[src/include/cache_params.svh]
`ifndef CACHE_PARAMS_SVH
`define CACHE_PARAMS_SVH

// data port
`define PORT_WIDTH 32
`define PORT_BYTES 4

// address fields, from the low end of a 32-bit byte address
`define BYTE_SEL_BITS 2
`define CHIP_SEL_BITS 2
`define INDEX_BITS 5
`define TAG_BITS 23

// one bank per chip select value
`define NUM_BANKS 4

// store misses waiting for memory
`define WBUF_DEPTH 4

`endif
[src/design/cache_addr_pkg.sv]
`default_nettype none

`include "cache_params.svh"

package cache_addr_pkg;

    // byte address as the cache sees it, tag in the upper bits
    typedef struct packed {
        logic [`TAG_BITS-1:0]      tag;
        logic [`INDEX_BITS-1:0]    index;
        logic [`CHIP_SEL_BITS-1:0] chip_sel;
        logic [`BYTE_SEL_BITS-1:0] byte_sel;
    } data_cache_addr_t;

    // registered read result of one bank
    typedef struct packed {
        logic [`TAG_BITS-1:0]   tag;
        logic                   valid;
        logic                   dirty;
        logic [`PORT_WIDTH-1:0] data;
    } bank_line_t;

endpackage

`default_nettype wire

[src/design/cache_port_if.sv]
`timescale 1ns/1ps
`default_nettype none

`include "cache_params.svh"

interface cache_port_if;

    logic                             read_cache;
    logic                             write_cache;
    cache_addr_pkg::data_cache_addr_t address;
    logic [`PORT_BYTES-1:0]           byte_write;
    logic [`PORT_WIDTH-1:0]           data;
    logic                             dirty;
    logic                             valid;

    // field enables for a write
    logic                             access_data;
    logic                             access_tag;
    logic                             access_valid;
    logic                             access_dirty;

    modport ctrl (
        output read_cache, write_cache, address, byte_write, data, dirty, valid,
        output access_data, access_tag, access_valid, access_dirty
    );

    modport bank (
        input read_cache, write_cache, address, byte_write, data, dirty, valid,
        input access_data, access_tag, access_valid, access_dirty
    );

    modport merge (
        input address
    );

endinterface

`default_nettype wire

[src/design/cache_bank.sv]
`timescale 1ns/1ps
`default_nettype none

`include "cache_params.svh"

module cache_bank #(
    parameter int BANK_ID = 0
) (
    input  logic                       clk_i,
    input  logic                       rst_n_i,
    cache_port_if.bank                 port,
    output cache_addr_pkg::bank_line_t line_o
);

    localparam int ENTRIES = 1 << `INDEX_BITS;

    logic [`TAG_BITS-1:0]   tag_mem  [ENTRIES];
    logic [`PORT_WIDTH-1:0] data_mem [ENTRIES];
    logic [ENTRIES-1:0]     valid_q;
    logic [ENTRIES-1:0]     dirty_q;
    logic [`INDEX_BITS-1:0] idx;
    logic                   wr_en;

    assign idx   = port.address.index;
    assign wr_en = port.write_cache &&
                   (port.address.chip_sel == BANK_ID[`CHIP_SEL_BITS-1:0]);

    always_ff @(posedge clk_i) begin
        if (wr_en) begin
            if (port.access_tag) tag_mem[idx] <= port.address.tag;
            if (port.access_data) begin
                for (int b = 0; b < `PORT_BYTES; b++) begin
                    if (port.byte_write[b]) data_mem[idx][8*b +: 8] <= port.data[8*b +: 8];
                end
            end
        end
        // all banks read together, the merge block picks one
        if (port.read_cache) begin
            line_o <= {tag_mem[idx], valid_q[idx], dirty_q[idx], data_mem[idx]};
        end
    end

    always_ff @(posedge clk_i) begin
        if (!rst_n_i) begin
            valid_q <= '0;
            dirty_q <= '0;
        end else if (wr_en) begin
            if (port.access_valid) valid_q[idx] <= port.valid;
            if (port.access_dirty) dirty_q[idx] <= port.dirty;
        end
    end

    a_no_read_during_write: assert property (
        @(posedge clk_i) disable iff (!rst_n_i)
        !(port.read_cache && port.write_cache)
    );

endmodule

`default_nettype wire

[src/flat_wrapper.sv]
// flat-port wrapper written by rule: the top's interface ports become plain ports
module cache_bank_flat 
#(
    parameter int BANK_ID = 0
)
  (clk_i, rst_n_i, line_o, port_read_cache, port_write_cache, port_address, port_byte_write, port_data, port_dirty, port_valid, port_access_data, port_access_tag, port_access_valid, port_access_dirty);
  cache_port_if port_i ();
  input  logic clk_i;
  input  logic rst_n_i;
  output cache_addr_pkg::bank_line_t line_o;
  input wire logic [$bits(port_i.read_cache)-1:0] port_read_cache;
  input wire logic [$bits(port_i.write_cache)-1:0] port_write_cache;
  input wire logic [$bits(port_i.address)-1:0] port_address;
  input wire logic [$bits(port_i.byte_write)-1:0] port_byte_write;
  input wire logic [$bits(port_i.data)-1:0] port_data;
  input wire logic [$bits(port_i.dirty)-1:0] port_dirty;
  input wire logic [$bits(port_i.valid)-1:0] port_valid;
  input wire logic [$bits(port_i.access_data)-1:0] port_access_data;
  input wire logic [$bits(port_i.access_tag)-1:0] port_access_tag;
  input wire logic [$bits(port_i.access_valid)-1:0] port_access_valid;
  input wire logic [$bits(port_i.access_dirty)-1:0] port_access_dirty;
  assign port_i.read_cache = port_read_cache;
  assign port_i.write_cache = port_write_cache;
  assign port_i.address = port_address;
  assign port_i.byte_write = port_byte_write;
  assign port_i.data = port_data;
  assign port_i.dirty = port_dirty;
  assign port_i.valid = port_valid;
  assign port_i.access_data = port_access_data;
  assign port_i.access_tag = port_access_tag;
  assign port_i.access_valid = port_access_valid;
  assign port_i.access_dirty = port_access_dirty;
  cache_bank #(.BANK_ID(BANK_ID)) u_core (.clk_i(clk_i), .rst_n_i(rst_n_i), .port(port_i), .line_o(line_o));
endmodule
[config.mk]
export PLATFORM = sky130hd
export DESIGN_NAME = cache_bank_flat
export DESIGN_NICKNAME = d
export VERILOG_FILES = /design/src/design/cache_addr_pkg.sv /design/src/design/cache_port_if.sv /design/src/design/cache_bank.sv /design/src/flat_wrapper.sv
export VERILOG_INCLUDE_DIRS = /design/src /design/src/include
export SDC_FILE = /design/constraint.sdc
export NUM_CORES = 1
export LEC_CHECK = 0
export BUFFER_PORTS_ARGS = -buffer_cell sky130_fd_sc_hd__buf_2
export CAP_MARGIN = 10
export CORE_ASPECT_RATIO = 2
export CORE_MARGIN = 1.5
export CORE_UTILIZATION = 35
export CTS_CLUSTER_DIAMETER = 50
export DETAILED_ROUTE_END_ITERATION = 10
export GPL_TIMING_DRIVEN = 0
export PLACE_DENSITY = 0.46
export SETUP_SLACK_MARGIN = 0.4
export SLEW_MARGIN = 15
export SYNTH_ARGS = -nofsm -noshare
export SYNTH_HDL_FRONTEND = slang
export SYNTH_SLANG_ARGS = --single-unit
[constraint.sdc]
create_clock -name clk_i -period 5.98 [get_ports clk_i]
set_clock_uncertainty 0.1 [all_clocks]
set_input_delay 1.196 -clock clk_i [delete_from_list [all_inputs] [get_ports clk_i]]
set_output_delay 1.196 -clock clk_i [all_outputs]
set_load 0.1 [all_outputs]
## Word-level counts from Yosys, hierarchy flattened

Memories as Yosys holds them, arrays and structs flattened. A register that Yosys moved wholly into a read port is not among the register bits.
Cells that the tools add are included.
W data, S select, Z words.

| word-level totals | value |
|---|---|
| flip-flop bits (word level) | 66 |
| memory bits (writable) | 1760 |
| bits of input ports | 78 |
| output and inout port bits | 57 |
| word-level logic and storage cells | 40 |
| memories | 2 |

| operators by class | value |
|---|---|
| order comparisons | 2 |
| muxes and demuxes | 27 |
| reductions and logical operators | 5 |

Memory list:

| name | depth | width | rd ports | clocked after Yosys merged registers in | write ports | RTL line | RTL |
|---|---|---|---|---|---|---|---|
| u_core.data_mem | 32 | 32 | 1 | 1 | 1 | cache_bank.sv:18 | `` logic [`PORT_WIDTH-1:0] data_mem [ENTRIES]; `` |
| u_core.tag_mem | 32 | 23 | 1 | 1 | 1 | cache_bank.sv:17 | `` logic [`TAG_BITS-1:0] tag_mem [ENTRIES]; `` |

Operators by type and width:

| operator | number |
|---|---|
| $bwmux W32 | 2 |
| $mux W1 | 22 |
| $bmux W1 S5 | 2 |
| $lt A5 B6 Y1 const B | 1 |
| $demux W1 S5 | 1 |
| $ge A5 B1 Y1 const B | 1 |
| $reduce_and A2 Y1 | 2 |
| $logic_and A1 B1 Y1 | 2 |
| $logic_not A2 Y1 | 1 |

## Depth between registers and ports, before layout

| logic depth | value |
|---|---|
| depth in word-level cells | 5 |
| gate-level depth with buffers | 8 |
| gate-level depth less buffers | 4 |

## Least setup slack after synthesis

Ideal clock, no wire load.

| path | value |
|---|---|
| path type | input to register |
| start | input port port_address[5] |
| end | memory u_core.tag_mem[31][0] in the netlist's numbering, enable pin |
| library setup time | 0.403 ns |
| arrival | 3.203 ns |
| data required time | 5.477 ns |
| slack | 2.274 ns |
| stages | 6 |
| buffers on the path | 3 |
| cells stage by stage | clkbuf_1 > and2_1 > clkbuf_1 > clkbuf_1 > nand2_1 > nor2_1 |

RTL lines:

| what | RTL line | RTL |
|---|---|---|
| start, declared | flat_wrapper.sv:13 | `input wire logic [$bits(port_i.address)-1:0] port_address;` |
| end, declared | cache_bank.sv:17 |  |

Straight into the memory's write port.

==> results.yml <==
run_status:
  status: "completed"
routing:
  drt_pass1_iterations: 5
  initialDrtViolationCount: 3292
  vias: 39100
  routed_wl_um: 245000
  viasPerCell: 5.35
  drc: 0
  wl_per_cell_um: 33.5
  postRouteAntennaNets: 0
power_and_ir_drop:
  p_per_area_nw_per_um2: 324
  leakage_uw: 0.0285
  vdd_ir_drop_max_v: 0.000261
global_routing:
  grt_pass1_wl_um: 328000
  grt.overflow.total: 0
  grt_usage_pct: 22.9
  antenna_found_initial: 24
  grt_max_degree: 41
  grt_pass1_vias: 39800
logic_synthesis:
  ys_ff_latch: 1881
  syn_nets: 4180
  synthCells: 4102
  synth_warnings: 0
  syn_area_per_cell_um2: 17.6
  syn_area_um2: 72400
  ys_types: 26
  synth_seq_area_share_pct: 77.2
floorplan:
  core_um2: 205000
  fp.dieArea_um2: 210000
  die-height_um: 646
  ioPinCount: 135
  initial_core_util_pct: 35.3
  die_w_um: 325
  rows: 235
timing:
  fin_crit_ns: 4.24
  tns_ns: 0
  final.setup.worst_slack_ns: 1.74
  setup_viol: 0
  rsz0062_at_grt: "false"
  max_slew_margin_pct: 16.1
  fmax_ghz: 0.236
  period_share_pct: 70.9
  slew_violations: 0
  worst_pin_slew_ns: 1.25
  hold_violations: 0
worst_setup_path:
  timing.rr.start: "u_core.data_mem[1][2]"
  crit_family: "buffers and inverters"
  cp.depth: 8
  r2r-end: "u_core.line_o[2]"
  critical_path_arrival_ns: 4.63
  crit_path_frequent_cell: "buf_2"
  start_kind: "primary input"
  cp_max_fo: 10
  slowest_stage: "nor4_1"
  crit_chain: "buf_2 > buf_2 > buf_2 > buf_2 > mux2i_1 > o22ai_1 > nor4_1 > nand2_1"
  worst_setup_path_end_kind: "flop"
  crit_buf_inv: 4
  cpPeakStageDelay_ns: 0.87
  reg2reg_depth: 4
  required_ns: 6.37
  r2r_slack_ns: 3.62
  crit_type: "in2reg"
final_layout:
  drive_gt1_share_pct: 13.8
  area_growth_pct: 14.7
  design_area_um2: 83000
  layout.nets: 4532
  final_common_cell: "edfxtp_1"
  layout_common_cells: "edfxtp_1, mux2i_1, o22ai_1"
clock_network:
  cts_buffers: 178
  post_cts_resized: 0
  cts_buffer_depth: 4
  clock_latency_ns: 0.85
  clk_pin_slew_ns: 0.06
  htree_levels: 4
  cts_setup_buffers: 0
  cts_tree: "yes"
  holdBufCountCts: 0
  clk_root_buffer_cell: "clkbuf_16"
  cts_num_sinks: 1881
place:
  io_buffers: 129
  dpl.hpwl_um: 173000
  place.gp.congestion: 0.832
  place_ws_ns: 1.01
  placed_cell_area_um2: 77700
hold_path:
  worstHoldPathCells: 2
  hold_path_startpoint: "u_core.valid_q[7]"
  hold_end: "u_core.valid_q[7]"
  hp-class: "reg2reg"
job:
  max-cap-violations: 0
==> flip-flops by register name, summed over array words and instances (netlist names) <==
register	count
u_core.data_mem	1024
u_core.tag_mem	736
u_core.line_o	57
u_core.dirty_q	32
u_core.valid_q	32
==> cell usage after synthesis, drive strengths merged <==
| cell type | number | area, um^2 |
|---|---|---|
| nor2 | 161 | 604 |
| nand4 | 1 | 6.26 |
| nand4bb | 6 | 67.6 |
| or4 | 1 | 11.3 |
| nor3b | 4 | 30.0 |
| or4b | 4 | 51.3 |
| nor2b | 66 | 413 |
| o22ai | 456 | 2850 |
| nand3 | 64 | 320 |
| and3b | 3 | 26.3 |
| edfxtp | 1817 | 54600 |
| and3 | 1 | 6.26 |
| and2 | 2 | 12.5 |
| nand2 | 94 | 353 |
| mux2i | 976 | 9770 |
| buf | 183 | 937 |
| nor3 | 1 | 5.00 |
| clkbuf | 78 | 293 |
| dfxtp | 64 | 1280 |
| nand4b | 4 | 35.0 |
| nor4bb | 2 | 20.0 |
| nor4 | 114 | 713 |
==> worst max path at each step <==
| stage | end | from | slack (ns) |
|---|---|---|---|
| floorplan | u_core.tag_mem[31][0] | port_address[5] | 2.27 |
| global placement | u_core.tag_mem[11][6] | port_address[5] | -1.40 |
| detailed placement | u_core.line_o[29] | port_address[6] | 1.01 |
| CTS | u_core.line_o[29] | port_address[6] | 1.89 |
| global route | u_core.data_mem[11][25] | port_address[5] | 1.86 |
| finish | u_core.line_o[2] | port_address[4] | 1.74 |
==> worst reg2reg max path, delay by kind of cell, from the launching register on <==
| kind | cells | cell delay [ns] |
|---|---|---|
| muxes | 1 | 0.15 |
| AOI/OAI and AO/OA | 1 | 0.13 |
| DFF | 1 | 0.37 |
| and+or+nand+nor | 2 | 1.25 |
==> per-stage QoR <==
| stage | hold slack [ns] | std cells | utilization (%) | power, uW |
|---|---|---|---|---|
| after floorplan | 0.385 | 4102 | - | 15700 |
| after global placement | 0.399 | 6956 | 37.2 | 16300 |
| after CTS | 0.421 | 7306 | 40.4 | 27100 |
| final | 0.421 | 7312 | 40.4 | 26900 |
| after global routing | 0.445 | 7307 | 40.4 | 27600 |
| after detailed placement | 0.406 | 6999 | 37.8 | 16400 |
==> area by class of cell <==
cell class	count	area (um^2)
diodes	6	15.0
plain buffers	261	1230
flip-flops and latches	1881	55800
multi-input cells	1960	15600
clock inverters	78	584
fillers	18800	122000
repair buffers	172	1560
well taps	2725	3410
clock buffers	229	4740
==> where the power goes <==
part           internal [uW]  switching, uW  total, uW
clock network           5930           4940      10900
logic                    350           1190       1540
registers              14500           17.2      14500
total                  20800           6150      26900
==> cell families (layout without fill, tap and decap cells) <==
family          Yosys count  after routing  share of synthesized area (%)
simple gates            528            528                           3.70
flops                  1881           1881                           77.2
other cells               0              6                              0
compound gates          456            456                           3.94
buf+inv                 261            740                           1.70
mux                     976            976                           13.5
==> per-layer routing <==
layer,GRT usage (%),share of wire (%)
met5,0,0.012
met4,10.5,5.0
met3,2.91,4.3
met2,45.1,56
met1,23.6,34
No activity file was read; power rests on OpenSTA's default activity.
