`src/include/cache_params.svh`:
```
`ifndef CACHE_PARAMS_SVH
`define CACHE_PARAMS_SVH

// data port
`define PORT_WIDTH 32
`define PORT_BYTES 4

// address fields, from the low end of a 32-bit byte address
`define BYTE_SEL_BITS 2
`define CHIP_SEL_BITS 2
`define INDEX_BITS 5
`define TAG_BITS 23

// one bank per chip select value
`define NUM_BANKS 4

// store misses waiting for memory
`define WBUF_DEPTH 4

`endif
```
`src/design/store_op_pkg.sv`:
```
`default_nettype none

`include "cache_params.svh"

package store_op_pkg;

    // DOUBLE_WORD is accepted but stored as a full word
    typedef enum logic [1:0] {
        BYTE,
        HALF_WORD,
        WORD,
        DOUBLE_WORD
    } mem_op_width_t;

    typedef enum logic [1:0] {
        STORE,
        INVALIDATE,
        FILL,
        PROBE
    } req_kind_t;

    // one buffered memory write, address is word aligned
    typedef struct packed {
        logic [31:0]            addr;
        logic [`PORT_WIDTH-1:0] data;
        logic [`PORT_BYTES-1:0] strb;
    } wbuf_entry_t;

endpackage

`default_nettype wire

```
`src/design/cache_addr_pkg.sv`:
```
`default_nettype none

`include "cache_params.svh"

package cache_addr_pkg;

    // byte address as the cache sees it, tag in the upper bits
    typedef struct packed {
        logic [`TAG_BITS-1:0]      tag;
        logic [`INDEX_BITS-1:0]    index;
        logic [`CHIP_SEL_BITS-1:0] chip_sel;
        logic [`BYTE_SEL_BITS-1:0] byte_sel;
    } data_cache_addr_t;

    // registered read result of one bank
    typedef struct packed {
        logic [`TAG_BITS-1:0]   tag;
        logic                   valid;
        logic                   dirty;
        logic [`PORT_WIDTH-1:0] data;
    } bank_line_t;

endpackage

`default_nettype wire

```
`src/design/cache_port_if.sv`:
```
`timescale 1ns/1ps
`default_nettype none

`include "cache_params.svh"

interface cache_port_if;

    logic                             read_cache;
    logic                             write_cache;
    cache_addr_pkg::data_cache_addr_t address;
    logic [`PORT_BYTES-1:0]           byte_write;
    logic [`PORT_WIDTH-1:0]           data;
    logic                             dirty;
    logic                             valid;

    // field enables for a write
    logic                             access_data;
    logic                             access_tag;
    logic                             access_valid;
    logic                             access_dirty;

    modport ctrl (
        output read_cache, write_cache, address, byte_write, data, dirty, valid,
        output access_data, access_tag, access_valid, access_dirty
    );

    modport bank (
        input read_cache, write_cache, address, byte_write, data, dirty, valid,
        input access_data, access_tag, access_valid, access_dirty
    );

    modport merge (
        input address
    );

endinterface

`default_nettype wire

```
`src/design/store_cache_ctrl.sv`:
```
`timescale 1ns/1ps
`default_nettype none

`include "cache_params.svh"

module store_cache_ctrl (
    input  logic                             clk_i,
    input  logic                             rst_n_i,
    input  logic                             req_i,
    input  store_op_pkg::req_kind_t          req_kind_i,
    input  cache_addr_pkg::data_cache_addr_t req_addr_i,
    input  logic [`PORT_WIDTH-1:0]           req_data_i,
    input  store_op_pkg::mem_op_width_t      req_width_i,
    input  logic                             hit_i,
    input  logic [`PORT_WIDTH-1:0]           line_data_i,
    input  logic                             line_dirty_i,
    input  logic                             wbuf_full_i,
    cache_port_if.ctrl                       port,
    output logic                             wbuf_push_o,
    output store_op_pkg::wbuf_entry_t        wbuf_entry_o,
    output logic                             done_o,
    output logic                             idle_o,
    output logic                             probe_hit_o,
    output logic [`PORT_WIDTH-1:0]           probe_data_o,
    output logic                             probe_dirty_o
);

    typedef enum logic [2:0] {
        IDLE,
        COMPARE_TAG,
        WRITE_DATA,
        MEMORY_WRITE,
        INVALIDATE,
        FILL_WRITE
    } ctrl_state_t;

    ctrl_state_t            state_q;
    ctrl_state_t            state_d;
    logic [`PORT_WIDTH-1:0] aligned_data;
    logic [`PORT_BYTES-1:0] aligned_strb;
    logic                   probe_done;

    always_ff @(posedge clk_i) begin
        if (!rst_n_i) begin
            state_q <= IDLE;
        end else begin
            state_q <= state_d;
        end
    end

    assign idle_o = (state_q == IDLE);

    // place the store bytes on their lanes, shared by cache and buffer
    always_comb begin
        aligned_data = '0;
        aligned_strb = '0;
        case (req_width_i)
            store_op_pkg::BYTE: begin
                aligned_strb[req_addr_i.byte_sel] = 1'b1;
                aligned_data[8*req_addr_i.byte_sel +: 8] = req_data_i[7:0];
            end
            store_op_pkg::HALF_WORD: begin
                // byte_sel[0] is ignored, half words sit on an even lane pair
                if (req_addr_i.byte_sel[1]) begin
                    aligned_strb[`PORT_BYTES-1 -: `PORT_BYTES/2] = '1;
                    aligned_data[`PORT_WIDTH-1 -: `PORT_WIDTH/2] =
                        req_data_i[`PORT_WIDTH/2-1:0];
                end else begin
                    aligned_strb[`PORT_BYTES/2-1:0] = '1;
                    aligned_data[`PORT_WIDTH/2-1:0] = req_data_i[`PORT_WIDTH/2-1:0];
                end
            end
            default: begin
                aligned_strb = '1;
                aligned_data = req_data_i;
            end
        endcase
    end

    always_comb begin
        wbuf_entry_o.addr = req_addr_i;
        wbuf_entry_o.addr[`BYTE_SEL_BITS-1:0] = '0;
        wbuf_entry_o.data = aligned_data;
        wbuf_entry_o.strb = aligned_strb;
    end

    always_comb begin
        state_d           = state_q;
        done_o            = 1'b0;
        probe_done        = 1'b0;
        wbuf_push_o       = 1'b0;
        port.read_cache   = 1'b0;
        port.write_cache  = 1'b0;
        port.address      = '0;
        port.byte_write   = '0;
        port.data         = '0;
        port.dirty        = 1'b0;
        port.valid        = 1'b0;
        port.access_data  = 1'b0;
        port.access_tag   = 1'b0;
        port.access_valid = 1'b0;
        port.access_dirty = 1'b0;

        case (state_q)
            IDLE: begin
                if (req_i) begin
                    if (req_kind_i == store_op_pkg::FILL) begin
                        state_d = FILL_WRITE;
                    end else begin
                        // every bank latches this index, the tag follows next cycle
                        port.read_cache       = 1'b1;
                        port.address.index    = req_addr_i.index;
                        port.address.chip_sel = req_addr_i.chip_sel;
                        state_d               = COMPARE_TAG;
                    end
                end
            end

            COMPARE_TAG: begin
                port.address = req_addr_i;
                case (req_kind_i)
                    store_op_pkg::STORE: begin
                        state_d = hit_i ? WRITE_DATA : MEMORY_WRITE;
                    end
                    store_op_pkg::INVALIDATE: begin
                        if (hit_i) begin
                            state_d = INVALIDATE;
                        end else begin
                            // nothing cached, nothing to clear
                            done_o  = 1'b1;
                            state_d = IDLE;
                        end
                    end
                    default: begin
                        probe_done = 1'b1;
                        done_o     = 1'b1;
                        state_d    = IDLE;
                    end
                endcase
            end

            WRITE_DATA: begin
                port.write_cache  = 1'b1;
                port.address      = req_addr_i;
                port.byte_write   = aligned_strb;
                port.data         = aligned_data;
                port.dirty        = 1'b1;
                port.access_data  = 1'b1;
                port.access_dirty = 1'b1;
                done_o            = 1'b1;
                state_d           = IDLE;
            end

            MEMORY_WRITE: begin
                // write-no-allocate, hold here until the buffer has room
                if (!wbuf_full_i) begin
                    wbuf_push_o = 1'b1;
                    done_o      = 1'b1;
                    state_d     = IDLE;
                end
            end

            INVALIDATE: begin
                port.write_cache  = 1'b1;
                port.address      = req_addr_i;
                port.access_valid = 1'b1;
                done_o            = 1'b1;
                state_d           = IDLE;
            end

            FILL_WRITE: begin
                port.write_cache  = 1'b1;
                port.address      = req_addr_i;
                port.byte_write   = '1;
                port.data         = req_data_i;
                port.valid        = 1'b1;
                port.access_data  = 1'b1;
                port.access_tag   = 1'b1;
                port.access_valid = 1'b1;
                port.access_dirty = 1'b1;
                done_o            = 1'b1;
                state_d           = IDLE;
            end

            default: begin
                state_d = IDLE;
            end
        endcase
    end

    // probe results only mean something in the done cycle
    assign probe_hit_o   = probe_done & hit_i;
    assign probe_dirty_o = probe_done & line_dirty_i;
    assign probe_data_o  = probe_done ? line_data_i : '0;

    a_write_xor_push: assert property (
        @(posedge clk_i) disable iff (!rst_n_i)
        !(port.write_cache && wbuf_push_o)
    );

    // the buffer drops nothing, so a push must see room
    a_no_push_when_full: assert property (
        @(posedge clk_i) disable iff (!rst_n_i)
        wbuf_push_o |-> !wbuf_full_i
    );

endmodule

`default_nettype wire

```
`src/flat_wrapper.sv`:
```
// flat-port wrapper written by rule: the top's interface ports become plain ports
module store_cache_ctrl_flat 
  (clk_i, rst_n_i, req_i, req_kind_i, req_addr_i, req_data_i, req_width_i, hit_i, line_data_i, line_dirty_i, wbuf_full_i, wbuf_push_o, wbuf_entry_o, done_o, idle_o, probe_hit_o, probe_data_o, probe_dirty_o, port_read_cache, port_write_cache, port_address, port_byte_write, port_data, port_dirty, port_valid, port_access_data, port_access_tag, port_access_valid, port_access_dirty);
  cache_port_if port_i ();
  input  logic clk_i;
  input  logic rst_n_i;
  input  logic req_i;
  input  store_op_pkg::req_kind_t req_kind_i;
  input  cache_addr_pkg::data_cache_addr_t req_addr_i;
  input  logic [`PORT_WIDTH-1:0] req_data_i;
  input  store_op_pkg::mem_op_width_t req_width_i;
  input  logic hit_i;
  input  logic [`PORT_WIDTH-1:0] line_data_i;
  input  logic line_dirty_i;
  input  logic wbuf_full_i;
  output logic wbuf_push_o;
  output store_op_pkg::wbuf_entry_t wbuf_entry_o;
  output logic done_o;
  output logic idle_o;
  output logic probe_hit_o;
  output logic [`PORT_WIDTH-1:0] probe_data_o;
  output logic probe_dirty_o;
  output wire logic [$bits(port_i.read_cache)-1:0] port_read_cache;
  output wire logic [$bits(port_i.write_cache)-1:0] port_write_cache;
  output wire logic [$bits(port_i.address)-1:0] port_address;
  output wire logic [$bits(port_i.byte_write)-1:0] port_byte_write;
  output wire logic [$bits(port_i.data)-1:0] port_data;
  output wire logic [$bits(port_i.dirty)-1:0] port_dirty;
  output wire logic [$bits(port_i.valid)-1:0] port_valid;
  output wire logic [$bits(port_i.access_data)-1:0] port_access_data;
  output wire logic [$bits(port_i.access_tag)-1:0] port_access_tag;
  output wire logic [$bits(port_i.access_valid)-1:0] port_access_valid;
  output wire logic [$bits(port_i.access_dirty)-1:0] port_access_dirty;
  assign port_read_cache = port_i.read_cache;
  assign port_write_cache = port_i.write_cache;
  assign port_address = port_i.address;
  assign port_byte_write = port_i.byte_write;
  assign port_data = port_i.data;
  assign port_dirty = port_i.dirty;
  assign port_valid = port_i.valid;
  assign port_access_data = port_i.access_data;
  assign port_access_tag = port_i.access_tag;
  assign port_access_valid = port_i.access_valid;
  assign port_access_dirty = port_i.access_dirty;
  store_cache_ctrl u_core (.clk_i(clk_i), .rst_n_i(rst_n_i), .req_i(req_i), .req_kind_i(req_kind_i), .req_addr_i(req_addr_i), .req_data_i(req_data_i), .req_width_i(req_width_i), .hit_i(hit_i), .line_data_i(line_data_i), .line_dirty_i(line_dirty_i), .wbuf_full_i(wbuf_full_i), .port(port_i), .wbuf_push_o(wbuf_push_o), .wbuf_entry_o(wbuf_entry_o), .done_o(done_o), .idle_o(idle_o), .probe_hit_o(probe_hit_o), .probe_data_o(probe_data_o), .probe_dirty_o(probe_dirty_o));
endmodule
```
`config.mk`:
```
export PLATFORM = sky130hd
export DESIGN_NAME = store_cache_ctrl_flat
export DESIGN_NICKNAME = d
export VERILOG_FILES = /design/src/design/store_op_pkg.sv /design/src/design/cache_addr_pkg.sv /design/src/design/cache_port_if.sv /design/src/design/store_cache_ctrl.sv /design/src/flat_wrapper.sv
export VERILOG_INCLUDE_DIRS = /design/src /design/src/include
export SDC_FILE = /design/constraint.sdc
export NUM_CORES = 1
export LEC_CHECK = 0
export ABC_AREA = 1
export BUFFER_PORTS_ARGS = -buffer_cell sky130_fd_sc_hd__buf_2
export CAP_MARGIN = 20
export CORE_AREA = 2 2 112 114
export DETAILED_ROUTE_END_ITERATION = 10
export DIE_AREA = 0 0 114 116
export HOLD_SLACK_MARGIN = 0.08
export SETUP_SLACK_MARGIN = 0.05
export SYNTH_ARGS = -nofsm -noshare
export SYNTH_HDL_FRONTEND = slang
export SYNTH_SLANG_ARGS = --single-unit
```
`constraint.sdc`:
```
create_clock -name clk_i -period 1.2 [get_ports clk_i]
set_clock_uncertainty 0.1 [all_clocks]
set_input_delay 0.06 -clock clk_i [delete_from_list [all_inputs] [get_ports clk_i]]
set_output_delay 0.06 -clock clk_i [all_outputs]
set_load 0.005 [all_outputs]
```
== Word-level counts from Yosys, hierarchy flattened ==
Index checks and enable logic that the tools add are counted.

* Equality and inequality tests: 10
* Muxes and demuxes: 38
* Bitwise operators: 3
* Multiply operators: 0
* Shift operators: 2
* Order comparisons: 2
* Reductions and logical operators: 10
* Div/mod/pow operators: 0
* Add/subtract/negate cells: 1

{| class="wikitable"
|+ Operators by type and width
! kind !! number
|-
| 32-bit case mux with 2 select lines || 2
|-
| 5-bit negation with 34-bit output || 1
|-
| 8-bit by 34-bit variable shift with 32-bit output (first input constant) || 1
|-
| 8-bit by 34-bit variable part select with 32-bit output || 1
|-
| 32-bit AND || 1
|-
| 16-bit two-way mux || 2
|-
| 32-bit two-way mux || 1
|-
| 23-bit two-way mux || 1
|-
| 4-bit case mux with 2 select lines || 2
|-
| 1-bit two-way mux || 15
|-
| 7-bit two-way mux || 2
|-
| 7-bit case mux with 2 select lines || 1
|-
| 3-bit two-way mux || 4
|-
| 3-bit case mux with 3 select lines || 1
|-
| 3-bit by 2-bit equality test with 1-bit output (second input constant) || 2
|-
| 3-bit equality test (second input constant) || 2
|-
| 2-bit two-way mux || 3
|-
| 3-bit case mux with 2 select lines || 1
|-
| 2-bit OR reduction || 3
|-
| 2-bit by 1-bit equality test with 1-bit output (second input constant) || 2
|-
| 2-bit zero test || 2
|-
| 2-bit != test (second input constant) || 2
|-
| 4-bit OR reduction || 1
|-
| 3-bit by 1-bit equality test with 1-bit output (second input constant) || 1
|-
| other kinds (11) || 12
|}

* Memories kept: 0
* Memory bits (read-only): 0
* Logic and storage cells: 67
* Bits in writable memories: 0
* Register bits: 3
* Bits in latches: 0
* Input bits: 106
* Output and inout bits: 181

== Depth between registers and ports, before layout ==
* Word-level depth: 6
* Mapped depth: 11
* Depth with buffers taken out: 11

== Worst setup path after synthesis ==
Ideal clock, no wire load.

* Path kind: register to output
* Start point: reg u_core.state_q[1]
* End point: out port_address[2]
* Arrival: 1,090 ps
* Buffers on the path: 0
* Stages on the path, launching flop included: 7
* Setup slack: -50 ps
* Path through: dfxtp_1 -> inv_2 -> nand3_2 -> nand2_2 -> nor2_8 -> o31ai_2 -> and2_1

* Longest elaborated chain between the ends: 3
* Elaborated cells on any way between the ends: 7
* Those cells by class: eq/ne: 4; mux: 1; reduce/logical: 2

{| class="wikitable"
|+ RTL lines
! what !! line !! RTL
|-
| start: declaration || store_cache_ctrl.sv:37 || <nowiki>ctrl_state_t state_q;</nowiki>
|-
| start signal: assignment || store_cache_ctrl.sv:47 || <nowiki>state_q <= state_d;</nowiki>
|-
| 3-bit by 1-bit equality test with 1-bit output (tied with other cells) || store_cache_ctrl.sv:104 || <nowiki>case (state_q)</nowiki>
|-
| 4-bit OR reduction (no line) || -- ||
|-
| 7-bit case mux with 2 select lines (*) || store_cache_ctrl.sv:104 ||
|-
| end: declaration || flat_wrapper.sv:25 || <nowiki>output wire logic [$bits(port_i.address)-1:0] port_address;</nowiki>
|}

Every way passes the cells marked *; elsewhere a longest branch is shown, timed or not.

== Worst setup path in the final report ==
* Start point: reg u_core.state_q[1]
* End point: out port_address[0]

* Longest elaborated chain between the ends: 3
* Elaborated cells on any way between the ends: 6
* Those cells by class: eq/ne: 4; mux: 1; reduce/logical: 1

{| class="wikitable"
|+ RTL lines
! what !! line
|-
| 3-bit by 1-bit equality test with 1-bit output (tied with other cells) || store_cache_ctrl.sv:104
|-
| 4-bit OR reduction (no line) (*) || --
|-
| 2-bit two-way mux (*) || store_cache_ctrl.sv:104
|}

Marked as above.

==> insert_results.sql <==
INSERT INTO impl_metrics (metric_group, metric, value, unit) VALUES
('worst_setup_path', 'timing.critical_path.slowest_stage_cell', 'sky130_fd_sc_hd__dfxtp_4', ''),
('floorplan', 'fp.dieH', '116', 'um'),
('sta', 'final_setup_viols', '146', ''),
('sta', 'report.final.slew_viol_count', '0', ''),
('detailed_routing', 'met3RoutedLength', '649', 'um'),
('sta', 'fin_hold_ws', '0.1072', 'ns'),
('clock_tree', 'clock_sink_count', '3', ''),
('worst_setup_path', 'worst-path-buf-inv', '4', ''),
('power_and_ir_drop', 'total_leakage_power', '3.085', 'nW'),
('final_layout', 'utilization_of_the_core_after_routing', '0.3903', ''),
('final_layout', 'number_of_diodes_added_for_antenna_fixing', '0', ''),
('synth', 'postSynthAreaPerCell', '4.734', 'um2'),
('synth', 'ys_async_sr_fraction', '0', ''),
('detailed_routing', 'maxUsedRoutingLayer', 'met4', ''),
('detailed_routing', 'routed_via_density', '4.132', ''),
('placement', 'place.gp.congestion', '0.8487', ''),
('sta', 'rsz0062_at_grt', 'yes', ''),
('worst_setup_path', 'cp-end-kind', 'output port', ''),
('clock_tree', 'cts_tree', 'done', ''),
('global_routing', 'grt_max_degree', '28', ''),
('detailed_routing', 'post-route-drc-count', '0', ''),
('synth', 'synth_top_cell_area_share', '0.2351', ''),
('detailed_routing', 'routedWlPerCell', '11.82', 'um'),
('clock_tree', 'number_of_buffers_created_by_cts', '3', ''),
('sta', 'finalHoldViolCount', '0', ''),
('floorplan', 'start_util', '0.1836', ''),
('synth', 'yosysTopAreaCell', 'sky130_fd_sc_hd__nand2_1', ''),
('final_layout', 'fin_nets', '873', ''),
('worst_setup_path', 'critical_path_cell_by_cell', 'inv_6 -> nand3_4 -> nand2_4 -> nor2_8 -> buf_6 -> buf_6 -> nor2_4 -> buf_6', ''),
('detailed_routing', 'dr.pass1.iters', '4', ''),
('sta', 'final_critical_path_setup_slack', '-0.3375', 'ns'),
('global_routing', 'first_global_vias', '3198', ''),
('status', 'failing_checks', 'negative setup slack', ''),
('synth', 'yosys-top-cells-area', 'sky130_fd_sc_hd__nand2_1, sky130_fd_sc_hd__inv_1, sky130_fd_sc_hd__nor2_1', ''),
('worst_setup_path', 'worst_reg_to_reg_setup_slack', '-0.03', 'ns'),
('global_routing', 'antenna_found_initial', '0', ''),
('worst_setup_path', 'worstPathRequired', '1.04', 'ns'),
('hold_path', 'min-delay-path-class', 'input port to register', ''),
('detailed_routing', 'routed_length_on_met2', '5564', 'um'),
('final_layout', 'largest_register_ff_count', '3', ''),
('run', 'cap_viol_max_count', '0', ''),
('worst_setup_path', 'r2r_end', 'u_core.state_q[1]', ''),
('worst_setup_path', 'cp.arrival', '1.38', 'ns'),
('synth', 'ys.flop_type', 'sky130_fd_sc_hd__dfxtp_1', ''),
('sta', 'finalCritPeriodShare', '1.281', ''),
('hold_path', 'holdPathStages', '3', ''),
('synth', 'synth_enable_flop_cells', '0', ''),
('clock_tree', 'htree_levels', '1', ''),
('placement', 'place.port_buffers', '284', ''),
('sta', 'finalCriticalPeriod', '1.538', 'ns'),
('floorplan', 'row_count', '40', ''),
('worst_setup_path', 'worst_setup_path_type', 'register to output port', ''),
('worst_setup_path', 'crit_path_max_fanout', '4', ''),
('final_layout', 'reg_top3', 'u_core.state_q (3)', ''),
('worst_setup_path', 'worst-r2r-cell-count', '6', ''),
('detailed_routing', 'total_wire_length_after_detailed_routing', '10730', 'um'),
('power_and_ir_drop', 'ir_worst_vdd', '0.6005', 'mV'),
('status', 'result_of_the_run', 'complete, but fails checks', ''),
('final_layout', 'stdcell_count', '908', ''),
('detailed_routing', 'drt-met1-wl', '4354', 'um'),
('synth', 'post_synth_instance_area', '2187', 'um2'),
('floorplan', 'chipWidth', '114', 'um'),
('final_layout', 'largest-register', 'u_core.state_q', ''),
('final_layout', 'area.growth.synth_to_final', '112.6', '%'),
('final_layout', 'drive_gt1_frac', '0.6005', ''),
('final_layout', 'nFillCells', '1272', ''),
('synth', 'synth.yosys.warnings', '0', ''),
('placement', 'dp_hpwl', '8628', 'um'),
('hold_path', 'hp-start', 'wbuf_full_i', ''),
('global_routing', 'grt_use_total', '0.1373', ''),
('worst_setup_path', 'regToRegStartpoint', 'u_core.state_q[1]', '');
## placed cells by master, fill, tap and decap left out, drive strengths merged
master       instances
buf                338
nand2              139
inv                107
nor2                94
nand3               16
o21ai               11
and2                 7
or2                  5
a21boi               5
o22ai                5
ha                   5
nand4                4
a21oi                4
a31oi                4
clkbuf               4
dfxtp                3
conb                 2
dlygate4sd3          2
nor3                 2
clkinv               1
o31ai                1
o211ai               1
a22oi                1
## cell usage after synthesis (2+ instances only)
library cell,number
sky130_fd_sc_hd__o21ai_1,3
sky130_fd_sc_hd__nand3_1,14
sky130_fd_sc_hd__a21boi_0,3
sky130_fd_sc_hd__o22ai_1,5
sky130_fd_sc_hd__a31oi_1,4
sky130_fd_sc_hd__o21ai_0,8
sky130_fd_sc_hd__nand3_2,2
sky130_fd_sc_hd__nor2_1,90
sky130_fd_sc_hd__a21oi_4,2
sky130_fd_sc_hd__and2_1,7
sky130_fd_sc_hd__nor3_1,2
sky130_fd_sc_hd__ha_1,5
sky130_fd_sc_hd__nand4_1,4
sky130_fd_sc_hd__dfxtp_1,3
sky130_fd_sc_hd__buf_4,36
sky130_fd_sc_hd__a21boi_1,2
sky130_fd_sc_hd__or2_2,5
sky130_fd_sc_hd__inv_1,102
sky130_fd_sc_hd__nand2_2,2
sky130_fd_sc_hd__inv_2,6
sky130_fd_sc_hd__nor2_2,2
sky130_fd_sc_hd__buf_2,7
sky130_fd_sc_hd__clkbuf_1,2
sky130_fd_sc_hd__nand2_1,137
## tightest hold or removal path, stage by stage
cell and delay (ns):
sky130_fd_sc_hd__buf_2 0.11, sky130_fd_sc_hd__nand4_1 0.13, sky130_fd_sc_hd__a31oi_1 0.08
## routing by layer
layer,GRT usage,vias up
met5,0,-
met1,0.1689,1672
met4,0.04146,0
li1,-,1909
met2,0.2528,159
met3,0.01360,12
## repair_timing
action	CTS	global route
resized for setup	86	72
endpoints found under the setup margin	150	147
endpoints found under the hold margin	3	0
pin swaps	23	24
hold buffers	2	0
buffers inserted	11	7
## how the worst max path moves through the flow
stage               cells past startpoint               end               from  slack (ns)
floorplan                               9     port_data[30]      req_addr_i[1]        0.03
global placement                        9  wbuf_entry_o[11]      req_addr_i[1]       -0.24
detailed placement                     12     port_data[19]      req_addr_i[1]       -0.24
CTS                                     7   port_address[2]  u_core.state_q[2]       -0.35
global route                            7   port_address[7]  u_core.state_q[2]       -0.41
finish                                  8   port_address[0]  u_core.state_q[1]       -0.34
## final cells by class
class	count	area, um2	share of cell area
flip-flops and latches	3	71.32	0.01534
multi-input cells	306	1836	0.3948
inverters	108	452.9	0.09742
clock buffers	4	78.83	0.01695
repair buffers	340	2027	0.4360
well taps	147	183.9	0.03956
## report_power, final
part / leakage [nW] / switching, mW / total [mW] / internal [mW]
Sequential: 0.0267 / 0.0303 / 0.145 / 0.115
Combinational: 3.02 / 1.10 / 2.16 / 1.06
Clock: 0.0382 / 0.0868 / 0.525 / 0.438
Total: 3.09 / 1.21 / 2.83 / 1.61
## through the flow
step | worst slack [ns] | cell area, um2
after CTS | -0.3451 | 4353
after detailed placement | -0.2429 | 3882
final | -0.3375 | 4649
after global routing | -0.4147 | 4649
after floorplan | 0.03185 | 2278
after global placement | -0.2414 | 3882
## cell families after synthesis
kind of cell | Yosys count | share of synthesized area
AOI/OAI and AO/OA | 32 | 0.1018
adders and majority gates | 5 | 0.02860
buffers and inverters | 154 | 0.3335
DFF | 3 | 0.02746
other | 1 | 0.001715
and+or+nand+nor | 267 | 0.5069
(Power assumes the default switching activity.)
