==> config.mk <==
export PLATFORM = sky130hd
export DESIGN_NAME = bank_hit_merge_flat
export DESIGN_NICKNAME = d
export VERILOG_FILES = /design/src/design/cache_addr_pkg.sv /design/src/design/cache_port_if.sv /design/src/design/bank_hit_merge.sv /design/src/flat_wrapper.sv
export VERILOG_INCLUDE_DIRS = /design/src /design/src/include
export SDC_FILE = /design/constraint.sdc
export NUM_CORES = 1
export LEC_CHECK = 0
export BUFFER_PORTS_ARGS = -buffer_cell sky130_fd_sc_hd__clkbuf_2
export CAP_MARGIN = 5
export CORE_AREA = 4 4 111 113
export DETAILED_ROUTE_END_ITERATION = 10
export DIE_AREA = 0 0 115 117
export PLACE_DENSITY = 0.55
export SYNTH_ARGS = -nofsm -noshare
export SYNTH_HDL_FRONTEND = slang
export SYNTH_SLANG_ARGS = --single-unit
==> constraint.sdc <==
create_clock -name vclk -period 4.22
set_input_delay 0.844 -clock vclk [all_inputs]
set_output_delay 0.844 -clock vclk [all_outputs]
set_load 0.02 [all_outputs]
==> src/include/cache_params.svh <==
`ifndef CACHE_PARAMS_SVH
`define CACHE_PARAMS_SVH

// data port
`define PORT_WIDTH 32
`define PORT_BYTES 4

// address fields, from the low end of a 32-bit byte address
`define BYTE_SEL_BITS 2
`define CHIP_SEL_BITS 2
`define INDEX_BITS 5
`define TAG_BITS 23

// one bank per chip select value
`define NUM_BANKS 4

// store misses waiting for memory
`define WBUF_DEPTH 4

`endif
==> src/design/cache_addr_pkg.sv <==
`default_nettype none

`include "cache_params.svh"

package cache_addr_pkg;

    // byte address as the cache sees it, tag in the upper bits
    typedef struct packed {
        logic [`TAG_BITS-1:0]      tag;
        logic [`INDEX_BITS-1:0]    index;
        logic [`CHIP_SEL_BITS-1:0] chip_sel;
        logic [`BYTE_SEL_BITS-1:0] byte_sel;
    } data_cache_addr_t;

    // registered read result of one bank
    typedef struct packed {
        logic [`TAG_BITS-1:0]   tag;
        logic                   valid;
        logic                   dirty;
        logic [`PORT_WIDTH-1:0] data;
    } bank_line_t;

endpackage

`default_nettype wire

==> src/design/cache_port_if.sv <==
`timescale 1ns/1ps
`default_nettype none

`include "cache_params.svh"

interface cache_port_if;

    logic                             read_cache;
    logic                             write_cache;
    cache_addr_pkg::data_cache_addr_t address;
    logic [`PORT_BYTES-1:0]           byte_write;
    logic [`PORT_WIDTH-1:0]           data;
    logic                             dirty;
    logic                             valid;

    // field enables for a write
    logic                             access_data;
    logic                             access_tag;
    logic                             access_valid;
    logic                             access_dirty;

    modport ctrl (
        output read_cache, write_cache, address, byte_write, data, dirty, valid,
        output access_data, access_tag, access_valid, access_dirty
    );

    modport bank (
        input read_cache, write_cache, address, byte_write, data, dirty, valid,
        input access_data, access_tag, access_valid, access_dirty
    );

    modport merge (
        input address
    );

endinterface

`default_nettype wire

==> src/design/bank_hit_merge.sv <==
`timescale 1ns/1ps
`default_nettype none

`include "cache_params.svh"

module bank_hit_merge (
    input  cache_addr_pkg::bank_line_t lines_i [`NUM_BANKS],
    cache_port_if.merge                port,
    output logic                       hit_o,
    output logic [`PORT_WIDTH-1:0]     data_o,
    output logic                       dirty_o
);

    cache_addr_pkg::bank_line_t sel_line;

    // chip_sel names the only bank that can hold this address
    assign sel_line = lines_i[port.address.chip_sel];

    assign hit_o   = sel_line.valid && (sel_line.tag == port.address.tag);
    assign data_o  = sel_line.data;
    assign dirty_o = sel_line.dirty;

endmodule

`default_nettype wire

==> src/flat_wrapper.sv <==
// flat-port wrapper written by rule: the top's interface ports become plain ports
module bank_hit_merge_flat 
  (lines_i, hit_o, data_o, dirty_o, port_address);
  cache_port_if port_i ();
  input  cache_addr_pkg::bank_line_t lines_i[`NUM_BANKS];
  output logic hit_o;
  output logic [`PORT_WIDTH-1:0] data_o;
  output logic dirty_o;
  input wire logic [$bits(port_i.address)-1:0] port_address;
  assign port_i.address = port_address;
  bank_hit_merge u_core (.lines_i(lines_i), .port(port_i), .hit_o(hit_o), .data_o(data_o), .dirty_o(dirty_o));
endmodule
== Word level (Yosys, flattened, before mapping) ==
Index checks and enable logic that the tools add are counted.

* Bitwise operators: 1
* Equal/unequal tests: 1
* $lt $le $gt $ge: 1
* Mux-type cells: 3
* Reductions and logical operators: 1

{| class="wikitable"
|+ Operators by type and width
! kind !! count
|-
| $bmux W57 S2 || 1
|-
| $mux W57 || 2
|-
| $eq A23 B23 Y1 || 1
|-
| $ge A3 B3 Y1 const B || 1
|-
| $not A2 Y3 || 1
|-
| $logic_and A1 B1 Y1 || 1
|}

* Register bits: 0
* Input port bits: 260
* Word-level logic and storage cells: 7
* Output and inout bits: 34

== Logic depth before layout (Yosys ltp) ==
Gate-level depths: netlist of the first run.

* Depth after elaboration: 6
* Depth in mapped cells: 9
* Mapped depth without buffers: 6

== Least setup slack after synthesis of the first run ==
No wires, ideal clock.

* Kind: input to output
* From: input port port_address[2]
* To: output port hit_o
* Required time: 3.376 ns
* Path slack: 0.968 ns
* Path buffers: 2
* Cell stages on the path: 7
* Arrival time: 2.408 ns
* Path through: buf_6 buf_6 mux2i_1 o22ai_1 a2111o_1 a311oi_1 o2111a_1

* Word-level cells in the longest chain between the ends: 6

{| class="wikitable"
|+ Ends and longest elaborated chain
! element !! line !! source
|-
| start, declared || flat_wrapper.sv:9 || <nowiki>input wire logic [$bits(port_i.address)-1:0] port_address;</nowiki>
|-
| $not A2 Y3 (implied by the code) * || bank_hit_merge.sv:17 || <nowiki>assign sel_line = lines_i[port.address.chip_sel];</nowiki>
|-
| $bmux W57 S2 * || bank_hit_merge.sv:17 ||
|-
| $mux W57 (implied by the code) * (2 in series) || bank_hit_merge.sv:17 ||
|-
| $eq A23 B23 Y1 || bank_hit_merge.sv:19 || <nowiki>assign hit_o = sel_line.valid && (sel_line.tag == port.address.tag);</nowiki>
|-
| $logic_and A1 B1 Y1 * || bank_hit_merge.sv:19 ||
|-
| end, declared || flat_wrapper.sv:6 || <nowiki>output logic hit_o;</nowiki>
|}

Mark *: on every way between the ends. The rest lies on a longest branch, timed or not. The select of a mux whose other input is x is not followed.

== Final worst setup path of the first run ==
Ends and elaborated chain as after synthesis.

==> metrics.md, run 1 <==
| Metric | Value |
|---|---|
| Synth Area in Compound Gates | a little over a tenth |
| Io pins | roughly 290 |
| Die ar. | between 0.01 and 0.015 mm² |
| Area delta synth->final | 84.25% |
| Synth top area share | between 40% and 50% |
| Final routed DRC violation total | 0 |
| Worst-path maximum fanout | 22 |
| Routed WL | ~11,000 µm |
| DP Cell Count | between 500 and 600 |
| Post-Synth Simple-Gate Area | around 6.0% |
| VDD IR max | 0.00005153 V |
| Placed cell areas | 0.003393 mm² |
| Static leakage | between 1.5 and 2 nW |
| Die X | 115 µm |
| RSZ-0062 raised after global routing | no |
| Critical Path Sink Type | primary output |
| Cells after Synth | approximately 160 |
| Slew HR | approximately 74% |
| Crit path DAT | approximately 2900 ps |
| Rows | 39 |
| Postcts setup bufs | 0 |
| Routability cong. | ~0.80 |
| Post-layout nets | between 600 and 700 |
| First-pass GRT wire length | 14,500 µm |
| Die Span Y | 117 µm |
| Commonest cells post-synth | 38 x mux4_2, 22 x mux2i_1, 15 x xnor2_1, 7 x a21oi_1, 7 x nor2_1 |
| CLK BUF | 0 |
| Largest family of logic cells by synthesized area | multiplexers |
| Final setup viols | 0 |
| Area of the mapped netlist | roughly 0.0018 mm² |
| Dpl hpwl | 9999 µm |
| Largest net degree at the start of global routing | 31 |
| Yosys top cell by area | mux4_2 |
| Core ar. | between 0.01 and 0.015 mm² |
| 1st-pass router iterations | 4 |
| Initial antenna violation count | 1 |
| Flip-flop and latch count | 0 |
| Peak Freq | between 200 and 300 MHz |
| Fin cells | just under 600 |
| Syn nets | 419 |
| Status | complete, no violations |
| Syn_area_per_cell | 11.59 µm² |
| Total power | between 0.0003 and 0.0004 W |
| Final-layout fill cell count | between 1,000 and 1,500 |
| MaxCap Viol Count | 0 |
| Pins Over Slew Limit | 0 |
| Antenna Nets Post-Route | 0 |
| Vias/cell | roughly 4.6 |
| Grt total ovfl | 0 |
| Power Dens Cells | approximately 110 mW/mm² |
| Initial Util | about 16% |
| Register area share after synthesis | 0% |
| Final non-filler cell area | between 0.003 and 0.004 mm² |
| Most common cell in the synthesized netlist | mux4_2 |
| CTS Hold Buffers Added | 0 |
| Initial DRC count | between 90 and 100 |
| Sum Neg Setup Slack | 0 ps |
| Final hold vios | 0 |
| PostCTS Resize Cnt | 0 |
| Netlist cell types | 35 |
| Via count | 2,656 |
| Layout Utilization | between 20% and 30% |
| Number of global-route vias before repair | roughly 2,800 |
| Mux contribution to synthesized area | between 60% and 70% |
| Startpoint Class | input pin |
| Hold Crit Class | in -> out |
| Ratio of cells with drive above 1 in the final layout | between 70 and 80% |
| GR Util All Layers | a little over an eighth |
| Critical Path RT | about 3400 ps |
| Area of the multi-input gates | 0.001708 mm² |
| Flip-flop and latch area | 0 µm² |
| XOR/XNOR share of the synthesized area | between 8 and 9% |
| Tmin final | about 3700 ps |
| # port buffers | 287 |
| Area contributors post-synth | mux4_2 46%, mux2i_1 12%, mux4_1 7.1% |
| Slew @ Worst Pin | around 370 ps |
| Final worst-path cycle share | 87.81% |
| Yosys warnings | 0 |
| Critical setup path kind | in -> out |
| Adder-cell share of the synthesized area | 0% |
| Routed len/inst | 18.15 µm |
[stage by stage]
stage / setup WS, ps / hold slack [ps]
final: 514.5 / 2128
after global placement: 473.5 / 2130
after floorplan: 967.7 / 1970
after global routing: 200.2 / 2148
after CTS: 456.6 / 2130
after detailed placement: 467.8 / 2130
[layout by cell type, fill, tap and decap left out, drive strengths merged]
cell | Yosys | layout
a32oi | 1 | 1
mux4 | 43 | 43
o22ai | 3 | 3
a222oi | 1 | 1
nor4 | 1 | 1
a211oi | 2 | 2
o2111a | 1 | 1
mux2i | 22 | 22
nor2b | 1 | 1
a2111oi | 1 | 1
nand3b | 1 | 1
a21oi | 7 | 7
diode | 0 | 1
o21ai | 6 | 6
nor2 | 7 | 7
a2111o | 1 | 1
buf | 10 | 7
o221ai | 1 | 1
xnor2 | 15 | 15
clkbuf | 5 | 286
nand2b | 1 | 1
mux2 | 3 | 3
xor2 | 3 | 3
inv | 6 | 6
nand2 | 5 | 5
nand4b | 1 | 1
nor3 | 3 | 3
a22oi | 1 | 1
o2111ai | 2 | 2
nand3 | 3 | 3
a311oi | 1 | 1
o211ai | 1 | 1
[kinds of logic (layout without fill, tap and decap cells)]
logic type | count (synthesis) | count (layout)
other | 0 | 1
multiplexers | 68 | 68
AND/OR/NAND/NOR | 23 | 23
AO/OA/AOI/OAI | 29 | 29
XOR/XNOR | 18 | 18
buffers and inverters | 21 | 299
[worst max-delay path: stages]
cell	delay, ps
buf_4	300
buf_4	410
mux2i_1	290
o22ai_1	130
nor3_1	180
a21oi_1	90
nor4_1	190
o2111a_1	220
clkbuf_2	180
[cell type report]
type	instances	share of cell area [%]
multi-input combinational	138	50.29
timing repair buffer	293	43.70
inverter	6	0.6632
tap	143	5.269
antenna	1	0.07369
[report_power, final]
part	internal (W)	switching, W
logic	0.000209	0.000173
clock network	0.0000000000318	0
registers	0	0
[final timing paths]
path	from	end	slack (ps)	cells past startpoint
setup / recovery	port_address[2]	hit_o	510	9
hold / removal	lines_i[173]	data_o[2]	2130	3
[metal layers]
| metal | wire length [µm] | track usage (%) |
|---|---|---|
| met1 | 3680 | 16.18 |
| met2 | 5697 | 26.50 |
| met3 | 1059 | 1.902 |
| met4 | 91 | 1.643 |
| met5 | 20 | 0 |
(Power assumes the default switching activity.)
==> inputs of run 2 (changes only) <==
- CELL_PAD_IN_SITES_DETAIL_PLACEMENT: not set -> 2
- CELL_PAD_IN_SITES_GLOBAL_PLACEMENT: not set -> 2
- CORE_AREA: 4 4 111 113 -> not set
- CORE_ASPECT_RATIO: not set -> 1.1
- CORE_MARGIN: not set -> 4
- CORE_UTILIZATION: not set -> 13
- DIE_AREA: 0 0 115 117 -> not set
- PLACE_DENSITY: 0.55 -> 0.86
- clock period: 4.22 -> 3.5 ns (I/O delays scaled with it)
==> metrics.md, run 2 (same netlist as run 1, synthesis figures left out) <==
| Metric | Value |
|---|---|
| Post-layout nets | 701 (was 699) |
| Hold Path Depth | 3 (unchanged) |
| Crit-path cells | buf_6 > buf_4 > mux2i_2 > nand2_1 > a32oi_1 > o221ai_1 > nor4_2 > o2111a_1 > clkbuf_2 (was buf_4 > buf_4 > mux2i_1 > o22ai_1 > nor3_1 > a21oi_1 > nor4_1 > o2111a_1 > clkbuf_2) |
| RSZ-0062 raised after global routing | no (unchanged) |
| Slew @ Worst Pin | 449.3 ps (was 373.7 ps) |
| Flop pwr share | 0% (about the same) |
| Final setup viols | 0 (unchanged) |
| Net Sw Frac | 46.95% (was 45.29%) |
| Hold Crit Class | in -> out (unchanged) |
| Io pins | 294 (unchanged) |
| Postcts setup bufs | 0 (unchanged) |
| Power Dens Cells | 138.4 mW/mm² (was 112.4 mW/mm²) |
| Fin cells | 627 (was 581) |
| Critical setup path kind | in -> out (unchanged) |
| Pins Over Slew Limit | 0 (unchanged) |
| GR Util All Layers | 15.01% (was 13.59%) |
| Final routed DRC violation total | 0 (unchanged) |
| DP Cell Count | 627 (was 580) |
| Area of the multi-input gates | 0.001718 mm² (was 0.001708 mm²) |
| Worst Hold End | data_o[24] (was data_o[2]) |
| Routed len/inst | 21.00 µm (was 18.15 µm) |
| Rows | 45 (was 39) |
| Crit path DAT | 2570 ps (was 2860 ps) |
| Die X | 121.5 µm (was 115 µm) |
| 1st-pass router iterations | 4 (unchanged) |
| Peak Freq | 305.9 MHz |
| Via count | 2,713 (was 2,656) |
| Dpl hpwl | 12,500 µm (was 9999 µm) |
| Flip-flop and latch area | 0 µm² (unchanged) |
| Worst-path maximum fanout | 22 (unchanged) |
| Final-layout fill cell count | 1,655 (was 1,215) |
| Routed WL | 13,170 µm (was 10,550 µm) |
| Layout Utilization | 25.20% (was 30.00%) |
| Initial antenna violation count | 1 (unchanged) |
| Slew HR | 69.73% (was 74.44%) |
| CLK BUF | 0 (unchanged) |
| Commonest non-fill, non-tap cell in the layout | clkbuf_2 (unchanged) |
| Min-delay src | lines_i[81] (was lines_i[173]) |
| Flip-flop and latch count | 0 (unchanged) |
| N_diodes | 0 (was 1) |
| Hold_ws | 1847 ps (was 2128 ps) |
| Startpoint Class | input pin (unchanged) |
| Critical Path Sink Type | primary output (unchanged) |
| Final worst-path cycle share | roughly 93% |
| Routability cong. | 0.8302 (was 0.7961) |
| MaxCap Viol Count | 0 (unchanged) |
| Die ar. | 0.01615 mm² (was 0.01346 mm²) |
| Clock Power Share | 0% (about the same) |
| Critical Path RT | 2800 ps (was 3380 ps) |
| Die Span Y | 132.9 µm (was 117 µm) |
| Max incr delay on CP | 310 ps (was 410 ps) |
| Largest net degree at the start of global routing | 38 (was 31) |
| Most frequent cells in the layout | 286 x clkbuf_2, 38 x mux4_2, 21 x mux2i_1 (was 286 x clkbuf_2, 38 x mux4_2, 22 x mux2i_1) |
| Final hold vios | 0 (unchanged) |
| Initial DRC count | 85 (was 94) |
| Tmin final | around 3300 ps |
| Combinational power share | 100.0% (about the same) |
| Internal power | 0.0002563 W (was 0.0002088 W) |
| Ratio of cells with drive above 1 in the final layout | 76.99% (was 76.43%) |
| Sum Neg Setup Slack | 0 ps (unchanged) |
| Static leakage | 1.835 nW (was 1.821 nW) |
| # port buffers | 287 (unchanged) |
| Grt total ovfl | 0 (unchanged) |
| Initial Util | 13.31% (was 16.28%) |
| Number of global-route vias before repair | 3,290 (was 2,797) |
| P_sw | 0.0002269 W (was 0.0001728 W) |
| Vias/cell | 4.327 (was 4.571) |
| VDD IR max | 0.00004957 V (was 0.00005153 V) |
| Core ar. | 0.01385 mm² (was 0.01132 mm²) |
| Antenna Nets Post-Route | 0 (unchanged) |
| Status | complete, no violations (unchanged) |
| Crit path max-delay cell type | nor4_2 (was buf_4) |
| First-pass GRT wire length | 19,130 µm (was 14,500 µm) |
| Area delta synth->final | 89.41% (was 84.25%) |
run 2: changes by cell type in the layout (fill, tap and decap cells not counted), sizes merged:
cell and delta:
buf +2, diode -1
run 2: critical path: cells and delay by family:
kind | cells | cell delay [ps]
simple gates | 2 | 390
mux | 1 | 240
buf+inv | 3 | 630
compound gates | 3 | 590
run 2: what timing repair did:
action,CTS,global route
hold buffers,0,0
gates resized for setup,0,3
setup endpoints to repair,0,1
run 2: worst max path at each step:
stage	startpoint	end	slack [ps]	cells past startpoint
2_1_floorplan	port_address[2]	hit_o	540	7
4_1_cts	port_address[2]	hit_o	30	9
3_5_place_dp	port_address[2]	hit_o	40	9
6_report	port_address[2]	hit_o	230	9
5_1_grt	port_address[2]	hit_o	6	9
3_3_place_gp	port_address[2]	hit_o	100	9
run 2: layer usage:
layer / GRT usage [%] / share of wire [%] / vias to the layer above
li1: - / - / 1243
met1: 16.13 / 34 / 1276
met2: 29.98 / 54 / 180
met3: 3.805 / 10 / 12
met4: 1.308 / 1.1 / 2
met5: 0 / 0.099 / -
run 2: metrics by stage:
step,worst slack [ps],power [W],area [µm²]
detailed placement,39.11,0.0004893,3477
global route,5.732,0.0005239,3491
floorplan,535.7,0.0002529,1843
global placement,101.7,0.0004692,3477
CTS,29.47,0.0004909,3477
finish,231.1,0.0004832,3491
run 2: layout make-up:
class / count / share of cell area, %
repair buffers: 295 / 43.40
inverters: 6 / 0.6452
well taps: 188 / 6.738
multi-input cells: 138 / 49.21
run 2: power groups by stage:
| stage | registers (W) | logic (W) | clock network [W] |
|---|---|---|---|
| 2_1_floorplan | 0 | 0.000253 | 0 |
| 3_3_place_gp | 0 | 0.000469 | 0 |
| 5_1_grt | 0 | 0.000524 | 0 |
| 4_1_cts | 0 | 0.000491 | 0 |
| 6_report | 0 | 0.000483 | 0 |
| 3_5_place_dp | 0 | 0.000489 | 0 |
==> inputs of run 3 (changes only) <==
- CORE_MARGIN: 4 -> 2
==> metrics.md, run 3 (same netlist as run 1, synthesis figures left out) <==
| Metric | Value |
|---|---|
| 1st-pass router iterations | 4 (unchanged) |
| Ratio of cells with drive above 1 in the final layout | 77.05% (was 76.99%) |
| Critical Path RT | 2800 ps (about the same) |
| Final worst slack | 164.6 ps (was 231.1 ps) |
| Critical Path End | hit_o (unchanged) |
| Slew @ Worst Pin | 425.0 ps (was 449.3 ps) |
| Static leakage | 1.836 nW (was 1.835 nW) |
| Final worst-path cycle share | 95.30% (was 93.40%) |
| Total power | 0.0004765 W (was 0.0004832 W) |
| Die ar. | 0.01515 mm² (was 0.01615 mm²) |
| Slew HR | 71.67% (was 69.73%) |
| Post-layout nets | 702 (was 701) |
| Most frequent cells in the layout | 286 x clkbuf_2, 38 x mux4_2, 21 x mux2i_1 (unchanged) |
| Largest net degree at the start of global routing | 27 (was 38) |
| Final-layout fill cell count | 1,631 (was 1,655) |
| Tmin final | 3335 ps (was 3269 ps) |
| Flip-flop and latch area | 0 µm² (unchanged) |
| Initial Util | 13.31% (unchanged) |
| Core ar. | 0.01385 mm² (unchanged) |
| First-pass GRT wire length | 18,340 µm (was 19,130 µm) |
| Initial DRC count | 45 (was 85) |
| Vias/cell | 4.303 (was 4.327) |
| MaxCap Viol Count | 0 (unchanged) |
| Area of the multi-input gates | 0.001718 mm² (unchanged) |
| DP Worst Slack | -40.56 ps (was 39.11 ps) |
| Rows | 45 (unchanged) |
| Number of global-route vias before repair | 3,145 (was 3,290) |
| Area delta synth->final | 89.61% (was 89.41%) |
| Die X | 117.5 µm (was 121.5 µm) |
| Crit path DAT | 2640 ps (was 2570 ps) |
| Final routed DRC violation total | 0 (unchanged) |
| Final non-filler cell area | 0.003495 mm² (was 0.003491 mm²) |
| Antenna Nets Post-Route | 0 (unchanged) |
| Worst-path maximum fanout | 26 (was 22) |
| Power Dens Cells | 136.3 mW/mm² (was 138.4 mW/mm²) |
| Flip-flop and latch count | 0 (unchanged) |
| Final setup viols | 0 (unchanged) |
| # port buffers | 287 (unchanged) |
| DP Cell Count | 628 (was 627) |
| Critical setup path kind | in -> out (unchanged) |
| Routability cong. | 0.7792 (was 0.8302) |
| Commonest non-fill, non-tap cell in the layout | clkbuf_2 (unchanged) |
| Crit path launch | port_address[2] (unchanged) |
| Global Route met1 Usage | 15.92% (was 16.13%) |
| Hold Crit Class | in -> out (unchanged) |
| Routed WL | 12,410 µm (was 13,170 µm) |
| Grt total ovfl | 0 (unchanged) |
| VDD IR max | 0.00005321 V (was 0.00004957 V) |
| Most used routing layer | met2 (unchanged) |
| Fin cells | 630 (was 627) |
| Grt met2 use | 31.51% (was 29.98%) |
| Postcts setup bufs | 0 (unchanged) |
| GR Util All Layers | 15.32% (was 15.01%) |
| Met3 GRT Util | 4.654% (was 3.805%) |
| Final hold vios | 0 (unchanged) |
| RSZ-0062 raised after global routing | no (unchanged) |
| Via count | 2,711 (was 2,713) |
| Die Span Y | 128.9 µm (was 132.9 µm) |
| Placed cell areas | 0.003472 mm² (was 0.003477 mm²) |
| Critical Path Sink Type | primary output (unchanged) |
| Dpl hpwl | 11,730 µm (was 12,500 µm) |
| Hold_ws | 1844 ps (was 1847 ps) |
| Status | complete, no violations (unchanged) |
| CLK BUF | 0 (unchanged) |
| Io pins | 294 (unchanged) |
| Routed len/inst | 19.70 µm (was 21.00 µm) |
| Peak Freq | 299.8 MHz (was 305.9 MHz) |
| Initial antenna violation count | 2 (was 1) |
| Pins Over Slew Limit | 0 (unchanged) |
| Startpoint Class | input pin (unchanged) |
==> run 3: changes by cell type in the layout (fill, tap and decap cells not counted), sizes merged <==
cell | before | now
diode | 0 | 2
buf | 9 | 10
==> run 3: worst min-delay path by stage <==
stage | cells past startpoint | start | end
CTS | 3 | lines_i[183] | data_o[12]
detailed placement | 3 | lines_i[183] | data_o[12]
floorplan | 1 | lines_i[171] | data_o[0]
finish | 3 | lines_i[183] | data_o[12]
global placement | 3 | lines_i[188] | data_o[17]
global route | 3 | lines_i[115] | data_o[1]
==> run 3: metal layers <==
metal  vias to the layer above  part of all wire [%]
li1                       1247                     -
met1                      1283                    34
met2                       173                    56
met3                         8                   9.5
met4                         0                  0.63
met5                         -                     0
==> run 3: worst max-delay path, stage by stage <==
cell,delay [ps]
buf_8,220
buf_4,200
mux2i_1,280
o22ai_1,130
a2111o_1,380
a311oi_1,290
o2111a_1,230
clkbuf_2,200
==> run 3: repair_timing <==
| item | 4_1_cts | 5_1_grt |
|---|---|---|
| resized for setup | 1 | 3 |
| setup endpoints to repair | 1 | 1 |
| hold buffers | 0 | 0 |
==> run 3: stage by stage <==
| step | util (%) | setup TNS, ps |
|---|---|---|
| 2_1_floorplan | - | 0 |
| 3_3_place_gp | 25.07 | 0 |
| 3_5_place_dp | 25.07 | -40.56 |
| 4_1_cts | 25.09 | 0 |
| 5_1_grt | 25.19 | 0 |
| 6_report | 25.23 | 0 |
==> run 3: where the power goes <==
| part | switching (W) | total, W | internal (W) |
|---|---|---|---|
| clock | 0 | 0.0000000000764 | 0.0000000000764 |
| combinational | 0.000220 | 0.000476 | 0.000256 |
| sequential | 0 | 0 | 0 |
==> run 3: final cells by class <==
type               count  share of cell area, %
multi-input cells    138                  49.16
inverters              6                 0.6445
repair buffers       296                  43.32
diodes                 2                 0.1432
well taps            188                  6.731
